**src/hw/cachePkg.sv**
```systemverilog
package cachePkg;

  // cache geometry
  // 64 sets, two ways, 32 byte lines
  localparam int XLEN     = 64;
  localparam int ADDR_W   = 32;
  localparam int OFFSET_W = 5;
  localparam int INDEX_W  = 6;
  localparam int TAG_W    = ADDR_W - INDEX_W - OFFSET_W;
  localparam int SETS     = 1 << INDEX_W;
  // 64-bit beats per line
  localparam int BEATS    = (1 << OFFSET_W) / (XLEN / 8);

  // one pipeline word
  typedef logic [XLEN-1:0] wordT;

  // full line, word 0 sits in the low bits
  typedef wordT [BEATS-1:0] lineT;

  typedef logic [TAG_W-1:0] tagT;

  // pipeline read request
  // room for op and byte mask fields later
  typedef struct packed {
    logic [ADDR_W-1:0] addr;
  } cpuReqT;

  // one read beat from memory
  typedef struct packed {
    wordT data;
    logic last;
  } memBeatT;

  // controller states
  typedef enum logic [2:0] {
    Idle,
    Compare,
    Miss,
    GetData,
    Replace
  } cacheStateT;

endpackage

```
**src/hw/refillBuffer.sv**
```systemverilog
`timescale 1ns/1ps

// refill line buffer
// gathers four memory beats into one line
module refillBuffer (
  input  logic              clk,
  input  logic              rst_n,
  input  logic              capture_i,
  input  cachePkg::memBeatT beat_i,
  input  logic              beatValid_i,
  output cachePkg::lineT    line_o,
  output logic              done_o
);

  // slot for the next beat
  logic [1:0] beatCntQ;
  logic       take;

  // beats only count while the controller waits for data
  assign take = capture_i & beatValid_i;

  // last beat closes the burst
  assign done_o = take & beat_i.last;

  // beat counter
  always_ff @(posedge clk or negedge rst_n) begin
    if (!rst_n) begin
      beatCntQ <= '0;
    end else if (take) begin
      if (beat_i.last) begin
        // ready for the next refill
        beatCntQ <= '0;
      end else begin
        beatCntQ <= beatCntQ + 2'd1;
      end
    end
  end

  // line payload, beats land in word order
  // held until the next refill so the controller can forward from it
  always_ff @(posedge clk) begin
    if (take) begin
      line_o[beatCntQ] <= beat_i.data;
    end
  end

endmodule

```
**config.mk**
```make
export PLATFORM = sky130hd
export DESIGN_NAME = refillBuffer
export DESIGN_NICKNAME = d
export VERILOG_FILES = /design/src/hw/cachePkg.sv /design/src/hw/refillBuffer.sv
export SDC_FILE = /design/constraint.sdc
export NUM_CORES = 1
export LEC_CHECK = 0
export BUFFER_PORTS_ARGS = -buffer_cell sky130_fd_sc_hd__buf_4
export CAP_MARGIN = 10
export CORE_AREA = 2 2 168 170
export CTS_CLUSTER_DIAMETER = 60
export CTS_CLUSTER_SIZE = 25
export DETAILED_ROUTE_END_ITERATION = 12
export DIE_AREA = 0 0 170 172
export HOLD_SLACK_MARGIN = 0.08
export SLEW_MARGIN = 10
export SYNTH_ARGS = -nofsm -noshare
export SYNTH_HDL_FRONTEND = slang
export SYNTH_SLANG_ARGS = --single-unit
```
**constraint.sdc**
```tcl
create_clock -name clk -period 1.9 [get_ports clk]
set_input_delay 0.095 -clock clk [delete_from_list [all_inputs] [get_ports clk]]
set_output_delay 0.095 -clock clk [all_outputs]
set_load 0.01 [all_outputs]
```
==> run metrics <==
via/cell ratio 4.11; initial DRC count about 260; CP endpoint kind register; CP Class reg2reg; syn_area_per_cell about 29 um2; die area 29200 um2; IO Count 326; CP Data Arrival Time ~2000 ps; fin crit share a little over four fifths; Post-Layout Cell Count between 1000 and 1500; max-slew violations 0; final setup vio count 0; net count after synthesis around 350; worst slew pin tran ~320 ps; relative slew slack just under 80%; DP Cell Count 953; CTS Sinks between 200 and 300; most common cell after layout, fill and taps aside buf_4; CTS tree done; clock latency on the worst-skew pair approximately 500 ps; top-area cell type share of the netlist area between 90% and 100%; HPWL Detailed 12600 um; Hold WC Path Type in2reg; Pleak around 4.6 nW; Critical Path Fanout Max 5; Mapped Area a little under 8000 um2; worst vdd ir between 0.9 and 1 mV; DRT antenna net count 0; setup tns final 0 ps; CTS buffer count 17; initial core utilization between 20% and 30%; clock buffer depth 3; fmax ~620 MHz; post-layout util around 44%; Die W 170 um; vias in the first global route 4290; gr usage total a little under an eighth; Final Hold Viols 0; min Tclk post-route around 1600 ps; layout cell share with drive strength beyond 1 52.3%; Die H between 150 and 200 um; Clk pin slew, worst setup/hold paths 80 ps; most frequent cells in the layout buf_4 (326), edfxtp_1 (256), dlygate4sd3_1 (70); Site Rows around 60; Max-Cap Viols 0; WL final about 19000 um; placeable core area 27500 um2; Final Power 0.0117 W; area leader, netlist edfxtp_1; Setup crit start kind register; unrepaired setup endpoints after global routing no; largest cells by area after synthesis edfxtp_1 (98%), dfrtp_1 (0.64%), ha_1 (0.64%), and3_2 (0.48%), mux2_4 (0.19%); H-Tree Depth 1; gpl congestion about 0.7; Worst Path Required 2270 ps; Vias 4327; first-pass GRT wire length between 20000 and 30000 um; largest net degree at the start of global routing ~50; Power Dens Cells 962 nW/um2; synth-to-layout area growth 54.7%; total gr overflow 0; clock skew between 15 and 20 ps; Synth Instances about 270; FF+latch count, synth approximately 260; detailed-route DRC error count 0; outcome completed; Resized Gates After CTS 0; wire per inst between 15 and 20 um; clock root cell clkbuf_16; Layout Nets 769; final hold slack between 150 and 200 ps; IO buf count 325; register area share after synthesis a little over nine tenths; Synth cell types 10; Synth warnings 0; initial antenna violation count 1; drt first pass iters 5
critical path: stages (launching register included):
cell           delay, ps
dfrtp_1              420
inv_1                 80
ha_1                 300
nand2b_1              70
mux2i_1               60
dlygate4sd3_1        560
path summary, 6_finish.rpt:
kind / slack, ps / to / depth (start not counted) / start
max: 290 / beatCntQ[1] / 5 / beatCntQ[0]
min: 160 / line_o[191] / 2 / capture_i
max reg2reg: 290 / beatCntQ[1] / 5 / beatCntQ[0]
min reg2reg: 620 / beatCntQ[0] / 1 / beatCntQ[0]
max in group asynchronous: 1310 / beatCntQ[0] / 3 / rst_n
min in group asynchronous: 470 / beatCntQ[1] / 3 / rst_n
metrics by stage:
step                      worst slack, ps  instance area (um2)
after floorplan                      5.44                 7870
after global placement                363                10900
after detailed placement              347                10900
after CTS                             290                12200
after global routing                  174                12200
final                                 294                12200
cell families (layout without fill, tap and decap cells):
logic type / Yosys count / after routing / synth area share, %
other cells: 0 / 1 / 0
flops: 258 / 258 / 98.3
buf+inv: 2 / 434 / 0.0954
simple gates: 8 / 8 / 0.683
mux: 2 / 2 / 0.318
fa+ha+maj: 4 / 4 / 0.636
flip-flops by register name, summed over array words and instances (netlist names):
register / flops
line_o: 256
beatCntQ: 2
power breakdown:
| part | internal [W] | switching, W | leakage [nW] |
|---|---|---|---|
| clock | 0.00186 | 0.00192 | 0.268 |
| combinational | 0.000591 | 0.000614 | 2.00 |
| sequential | 0.00664 | 0.0000911 | 2.35 |
cell usage after synthesis (all sizes together):
library cell and n:
nand2 1, ha 4, nor2 1, inv 2, mux2 1, dfrtp 2
edfxtp 256, and3 5, nand2b 1, mux2i 1
layout make-up:
type                            count  area [um2]
Timing Repair Buffer              403        3290
Sequential cell                   258        7740
Fill cell                        2369       15300
Clock buffer                       17         425
Multi-Input combinational cell     14         144
Inverter                            2        7.51
Clock inverter                     12         140
Antenna cell                        1        2.50
Tap cell                          346         433
per-layer routing:
| metal | part of all wire (%) | global-route usage [%] | vias up |
|---|---|---|---|
| li1 | - | - | 1956 |
| met4 | 1.8 | 3.20 | 0 |
| met3 | 11 | 4.99 | 29 |
| met2 | 49 | 20.2 | 225 |
| met5 | 0 | 0 | - |
| met1 | 38 | 13.5 | 2117 |
timing repair:
item                                    in CTS  in global routing
endpoints found under the setup margin       0                  0
hold buffers                                70                  0
setup buffers                                0                  0
endpoints found under the hold margin      260                  0
(Power assumes the default switching activity.)
