===== config.mk =====
export PLATFORM = sky130hd
export DESIGN_NAME = cacheCtrl
export DESIGN_NICKNAME = d
export VERILOG_FILES = /design/src/hw/cachePkg.sv /design/src/hw/cacheCtrl.sv
export SDC_FILE = /design/constraint.sdc
export NUM_CORES = 1
export LEC_CHECK = 0
export BUFFER_PORTS_ARGS = -buffer_cell sky130_fd_sc_hd__buf_4
export CAP_MARGIN = 40
export CORE_AREA = 2 2 216 218
export DETAILED_ROUTE_END_ITERATION = 7
export DIE_AREA = 0 0 218 220
export PLACE_DENSITY = 0.62
export SYNTH_ARGS = -nofsm -noshare
export SYNTH_HDL_FRONTEND = slang
export SYNTH_SLANG_ARGS = --single-unit
export TNS_END_PERCENT = 30

===== constraint.sdc =====
create_clock -name clk -period 3.3 [get_ports clk]
set_input_delay 0.66 -clock clk [delete_from_list [all_inputs] [get_ports clk]]
set_output_delay 0.66 -clock clk [all_outputs]
set_load 0.1 [all_outputs]

===== src/hw/cachePkg.sv =====
package cachePkg;

  // cache geometry
  // 64 sets, two ways, 32 byte lines
  localparam int XLEN     = 64;
  localparam int ADDR_W   = 32;
  localparam int OFFSET_W = 5;
  localparam int INDEX_W  = 6;
  localparam int TAG_W    = ADDR_W - INDEX_W - OFFSET_W;
  localparam int SETS     = 1 << INDEX_W;
  // 64-bit beats per line
  localparam int BEATS    = (1 << OFFSET_W) / (XLEN / 8);

  // one pipeline word
  typedef logic [XLEN-1:0] wordT;

  // full line, word 0 sits in the low bits
  typedef wordT [BEATS-1:0] lineT;

  typedef logic [TAG_W-1:0] tagT;

  // pipeline read request
  // room for op and byte mask fields later
  typedef struct packed {
    logic [ADDR_W-1:0] addr;
  } cpuReqT;

  // one read beat from memory
  typedef struct packed {
    wordT data;
    logic last;
  } memBeatT;

  // controller states
  typedef enum logic [2:0] {
    Idle,
    Compare,
    Miss,
    GetData,
    Replace
  } cacheStateT;

endpackage


===== src/hw/cacheCtrl.sv =====
`timescale 1ns/1ps

// cache controller
// request latch, fsm, valid and lru bits, sram steering, read data mux
module cacheCtrl (
  input  logic                          clk,
  input  logic                          rst_n,
  input  logic                          cpuValid_i,
  input  cachePkg::cpuReqT              cpuReq_i,
  input  logic [1:0]                    hit_i,
  input  cachePkg::wordT [1:0]          wayWord_i,
  input  cachePkg::lineT                refillLine_i,
  input  logic                          refillDone_i,
  input  logic                          memRdReady_i,
  output logic                          addrOk_o,
  output logic                          dataOk_o,
  output cachePkg::wordT                rdData_o,
  output logic                          memRdValid_o,
  output logic [cachePkg::ADDR_W-1:0]   memAddr_o,
  output logic                          capture_o,
  output logic [cachePkg::INDEX_W-1:0]  rdIndex_o,
  output logic                          rdEn_o,
  output logic [1:0]                    wayWe_o,
  output logic [1:0]                    wayValid_o,
  output cachePkg::tagT                 wrTag_o,
  output logic [1:0]                    wordSel_o
);

  cachePkg::cacheStateT stateQ, stateD;

  // request currently being answered
  cachePkg::cpuReqT reqQ;

  logic [cachePkg::INDEX_W-1:0] reqIdx;
  logic [cachePkg::INDEX_W-1:0] cpuIdx;

  // per way valid vectors, indexed by set
  logic [1:0][cachePkg::SETS-1:0] validQ;
  // most recently used way per set
  logic [cachePkg::SETS-1:0] lruQ;

  // compare cycle right after a fill answers from the refill buffer
  logic fwdQ;
  logic victimQ, victimD;
  logic curHit;
  logic accept;
  logic isIdle, isCompare;

  assign isIdle    = (stateQ == cachePkg::Idle);
  assign isCompare = (stateQ == cachePkg::Compare);

  // address fields of the latched request
  assign reqIdx    = reqQ.addr[cachePkg::OFFSET_W +: cachePkg::INDEX_W];
  assign wrTag_o   = reqQ.addr[cachePkg::ADDR_W-1 -: cachePkg::TAG_W];
  assign wordSel_o = reqQ.addr[cachePkg::OFFSET_W-1 -: 2];

  // set of the incoming request
  assign cpuIdx = cpuReq_i.addr[cachePkg::OFFSET_W +: cachePkg::INDEX_W];

  // forwarded word counts as a hit too
  assign curHit = fwdQ | (|hit_i);

  // pipeline handshake
  assign addrOk_o = isIdle | (isCompare & curHit);
  assign accept   = cpuValid_i & addrOk_o;
  assign dataOk_o = isCompare & curHit;

  // refill word first, then whichever way hit
  always_comb begin
    if (fwdQ) begin
      rdData_o = refillLine_i[wordSel_o];
    end else if (hit_i[1]) begin
      rdData_o = wayWord_i[1];
    end else begin
      rdData_o = wayWord_i[0];
    end
  end

  // memory side, line aligned
  assign memRdValid_o = (stateQ == cachePkg::Miss);
  assign memAddr_o    = {wrTag_o, reqIdx, {cachePkg::OFFSET_W{1'b0}}};
  assign capture_o    = (stateQ == cachePkg::GetData);

  // sram read on accept, else keep the latched set
  // same index serves the write in Replace
  assign rdIndex_o = accept ? cpuIdx : reqIdx;
  assign rdEn_o    = accept;

  // only the victim way gets written
  always_comb begin
    wayWe_o = 2'b00;
    if (stateQ == cachePkg::Replace) begin
      wayWe_o[victimQ] = 1'b1;
    end
  end

  // valid bits for the tag compare
  assign wayValid_o = {validQ[1][reqIdx], validQ[0][reqIdx]};

  // victim pick
  // empty way first, else the one not used last
  always_comb begin
    if (!validQ[0][reqIdx]) begin
      victimD = 1'b0;
    end else if (!validQ[1][reqIdx]) begin
      victimD = 1'b1;
    end else begin
      victimD = ~lruQ[reqIdx];
    end
  end

  // next state
  always_comb begin
    stateD = stateQ;
    unique case (stateQ)
      cachePkg::Idle: begin
        if (cpuValid_i) begin
          stateD = cachePkg::Compare;
        end
      end
      cachePkg::Compare: begin
        if (!curHit) begin
          stateD = cachePkg::Miss;
        end else if (!cpuValid_i) begin
          stateD = cachePkg::Idle;
        end
      end
      cachePkg::Miss: begin
        // address goes out when memory is ready
        if (memRdReady_i) begin
          stateD = cachePkg::GetData;
        end
      end
      cachePkg::GetData: begin
        if (refillDone_i) begin
          stateD = cachePkg::Replace;
        end
      end
      cachePkg::Replace: begin
        stateD = cachePkg::Compare;
      end
      default: begin
        stateD = cachePkg::Idle;
      end
    endcase
  end

  // fsm and miss bookkeeping
  always_ff @(posedge clk or negedge rst_n) begin
    if (!rst_n) begin
      stateQ  <= cachePkg::Idle;
      fwdQ    <= 1'b0;
      victimQ <= 1'b0;
    end else begin
      stateQ <= stateD;
      fwdQ   <= (stateQ == cachePkg::Replace);
      // settles while beats arrive
      if (stateQ == cachePkg::GetData) begin
        victimQ <= victimD;
      end
    end
  end

  // request latch
  always_ff @(posedge clk) begin
    if (accept) begin
      reqQ <= cpuReq_i;
    end
  end

  // valid and lru arrays
  always_ff @(posedge clk or negedge rst_n) begin
    if (!rst_n) begin
      validQ <= '0;
      lruQ   <= '0;
    end else if (stateQ == cachePkg::Replace) begin
      // freshly filled way becomes most recent
      validQ[victimQ][reqIdx] <= 1'b1;
      lruQ[reqIdx]            <= victimQ;
    end else if (isCompare && !fwdQ && (|hit_i)) begin
      lruQ[reqIdx] <= hit_i[1];
    end
  end

endmodule


==> key figures <==
Global routing
  – First-pass GRT wire length: 99,900 um
  – All-Layer GR Usage: 30.1%
  – Number of global-route vias before repair: 12,541
  – Gr ovfl total: 0
  – Initial antenna violation count: 43
  – Largest net degree at the start of global routing: 130

Status
  – Failing checks: setup timing
  – Outcome: finished with violations

Floorplan
  – # IOs: 557
  – Core area: 0.0459 sq mm
  – Die Wd: 218 um
  – Initial Util: 28.0%
  – Die Footprint: 0.0480 sq mm
  – Row count: 79
  – Die Ht: 220 um

Critical path
  – Setup crit end kind: output pin
  – Setup CP Type: register to output pin
  – Crit-path max FO: 10
  – WP data arrival: 2.88 ns
  – Startpoint class of the critical path: register
  – Worst EP required: 2.64 ns

Place
  – Placed insts: 2,311
  – PortBufs: 548
  – Post-DP HPWL: 61,900 um
  – Placer Congestion: 1.01
  – Post-Place Worst Slack: 0.0463 ns
  – Area after DPL: 0.0181 sq mm

Final layout
  – Fillers: 4,474
  – Post-layout util: 42.1%
  – Most frequent cells in the layout: 634 x buf_4, 196 x dfrtp_1, 112 x nand2_1
  – Nets: 2,162
  – Layout area overhead: 50.4%
  – Commonest non-fill, non-tap cell in the layout: buf_4
  – Final cell count without fillers: 2,389
  – Design area: 0.0193 sq mm
  – Share of post-route cells with drive strength above 1: 46.1%

Clocking
  – H-tree levels: 1
  – Clk sink count: 226
  – Maximum root-to-sink buffer count: 3
  – Clock insertion delay at the later pin of the skew report: 0.55 ns
  – CTS Hold Bufs: 0
  – CTS tree: built
  – CTS buffer count: 26
  – Clock Pin Slew Worst Setup and Hold Paths: 0.06 ns
  – Clk root buf: clkbuf_16

Detailed routing
  – Routed Antenna Nets: 0
  – Met2 wire length: 32,700 um
  – DR WL met3: 9630 um
  – Post-route DRC violation count: 0
  – DR top layer: met5
  – WL/cell: 31.6 um
  – Vias per cell: 5.58
  – Final wirelength: 75,400 um
  – Initial DRC count: 1,829
  – Pre-Repair DR Iteration Count: 5
  – DR vias: 13,332
  – Post-Route M1 WL: 31,200 um

Power
  – PwrDens: 729 mW/mm^2
  – LEAKAGE: 9.33 nW
  – Final total power: 14.1 mW
  – Worst VDD drop: 0.000474 V

Timing
  – Hold Fails Final Rpt: 0
  – Slew Viols, Final: 0
  – Post-route setup slack: -0.244 ns
  – Clock Skews: 0.0247 ns
  – RSZ-0062 raised after global routing: true
  – Min Clock Period, post-route: 3.54 ns
  – Final setup fails: 2
  – Max Clk Rate: 282 MHz
  – Crit share post-route: 107%
  – Slew at the pin closest to its max-slew limit: 0.753 ns
  – Max-slew headroom: 49.8%

Logic synthesis
  – Syn Inst Count: 1,178
  – Syn Area/Cell: 10.9 sq um
  – Post-synth top flop: dfrtp_1
  – Ys Warns: 0
  – Asr flop ratio synth: 87.2%
  – EDFF count, synth: 29
  – #FFs+latches synth: 226
  – Synthesized cell area: 0.0128 sq mm
  – Register area share after synthesis: 45.2%
  – Number of library cell types mapped by synthesis: 65

Worst hold path
  – Hold Crit Class: input port to asynchronous set/reset pin

Run
  – Max-cap violations: 0
## report_power, final
| group | leakage [nW] | internal [mW] | switching [mW] | total, mW |
|---|---|---|---|---|
| Sequential | 2.97 | 3.48 | 0.451 | 3.93 |
| Combinational | 5.93 | 2.09 | 5.02 | 7.12 |
| Clock | 0.434 | 1.80 | 1.22 | 3.02 |
| Total | 9.33 | 7.38 | 6.69 | 14.1 |
## worst paths after layout
path	from	end	slack (ns)	cells after the start
setup / recovery	reqQ[6]	wayValid_o[0]	-0.24	10
hold / removal	rst_n	validQ[117]	0.16	1
setup reg to reg	reqQ[6]	victimQ	0.59	13
hold reg to reg	validQ[106]	validQ[106]	0.45	1
max in group asynchronous	rst_n	validQ[76]	2.34	3
min in group clk	cpuReq_i[20]	reqQ[20]	0.29	1
## registers in the layout, summed over array words and instances, names as in the netlist
signal,flops
validQ,128
stateQ,3
fwdQ,1
reqQ,29
lruQ,64
victimQ,1
## cells by family after synthesis
group / Yosys count / share of synthesized area [%]
mux: 149 / 18.3
flops: 226 / 45.2
compound gates: 438 / 22.6
buf+inv: 139 / 5.66
simple gates: 225 / 8.16
other cells: 1 / 0.0292
## cell usage after synthesis, types with 3 or more instances
master / instances / share of area, %
mux2i_1: 76 / 5.9
nor2_1: 49 / 1.4
inv_1: 4 / 0.12
o211ai_1: 3 / 0.18
a31oi_1: 44 / 2.1
buf_1: 13 / 0.38
edfxtp_1: 29 / 6.8
o21bai_1: 50 / 2.9
buf_6: 4 / 0.35
a222oi_1: 5 / 0.39
clkbuf_1: 62 / 1.8
buf_4: 31 / 1.8
nand3b_1: 6 / 0.35
nor2b_1: 5 / 0.24
and4_1: 7 / 0.48
a221oi_1: 7 / 0.48
a22oi_1: 51 / 3.0
o31ai_1: 25 / 1.5
a21o_1: 79 / 4.6
nand2_1: 119 / 3.5
o22ai_1: 4 / 0.19
o21ai_0: 96 / 3.7
a21oi_1: 53 / 2.1
buf_2: 21 / 0.82
nand3_1: 7 / 0.27
nor3_1: 4 / 0.16
dfrtp_1: 197 / 38
nor3b_1: 3 / 0.18
a22o_1: 6 / 0.41
mux4_2: 65 / 11
nand2b_1: 3 / 0.15
mux2_2: 5 / 0.44
## stage by stage
stage | TNS, ns | hold WS [ns]
after floorplan | -69.14 | 0.364
after global placement | 0 | 0.433
after detailed placement | 0 | 0.436
after CTS | -0.517 | 0.177
after global routing | -0.659 | 0.206
final | -0.483 | 0.165
## area by class of cell
class	instances	area [sq um]	area share (%)
Clock buffer	34	731	3.79
Multi-Input combinational cell	817	6470	33.5
Tap cell	607	759	3.94
Antenna cell	24	60.1	0.311
Inverter	6	35.0	0.182
Timing Repair Buffer	662	5270	27.3
Sequential cell	226	5800	30.1
Clock inverter	13	174	0.901
## what timing repair did
| item | 4_1_cts | 5_1_grt |
|---|---|---|
| setup endpoints to repair | 2 | 4 |
| endpoints found under the hold margin | 0 | 0 |
| pin swaps | 7 | 5 |
| resized for setup | 15 | 11 |
| setup buffers | 7 | 1 |
## layer usage
metal | vias to the layer above | GRT usage [%]
met5 | - | 1.67
met4 | 22 | 9.18
met3 | 107 | 12.4
met2 | 848 | 43.2
met1 | 6755 | 41.0
li1 | 5600 | -
## worst max-delay path, cell delays in order, from the launching register on
cell	delay, ns
edfxtp_1	0.41
buf_12	0.17
buf_6	0.13
and3b_1	0.19
buf_4	0.17
buf_4	0.17
a22oi_1	0.29
a31oi_4	0.14
nor4_4	0.29
nand2_2	0.16
buf_12	0.20
Power figures use the tool's default switching activity.
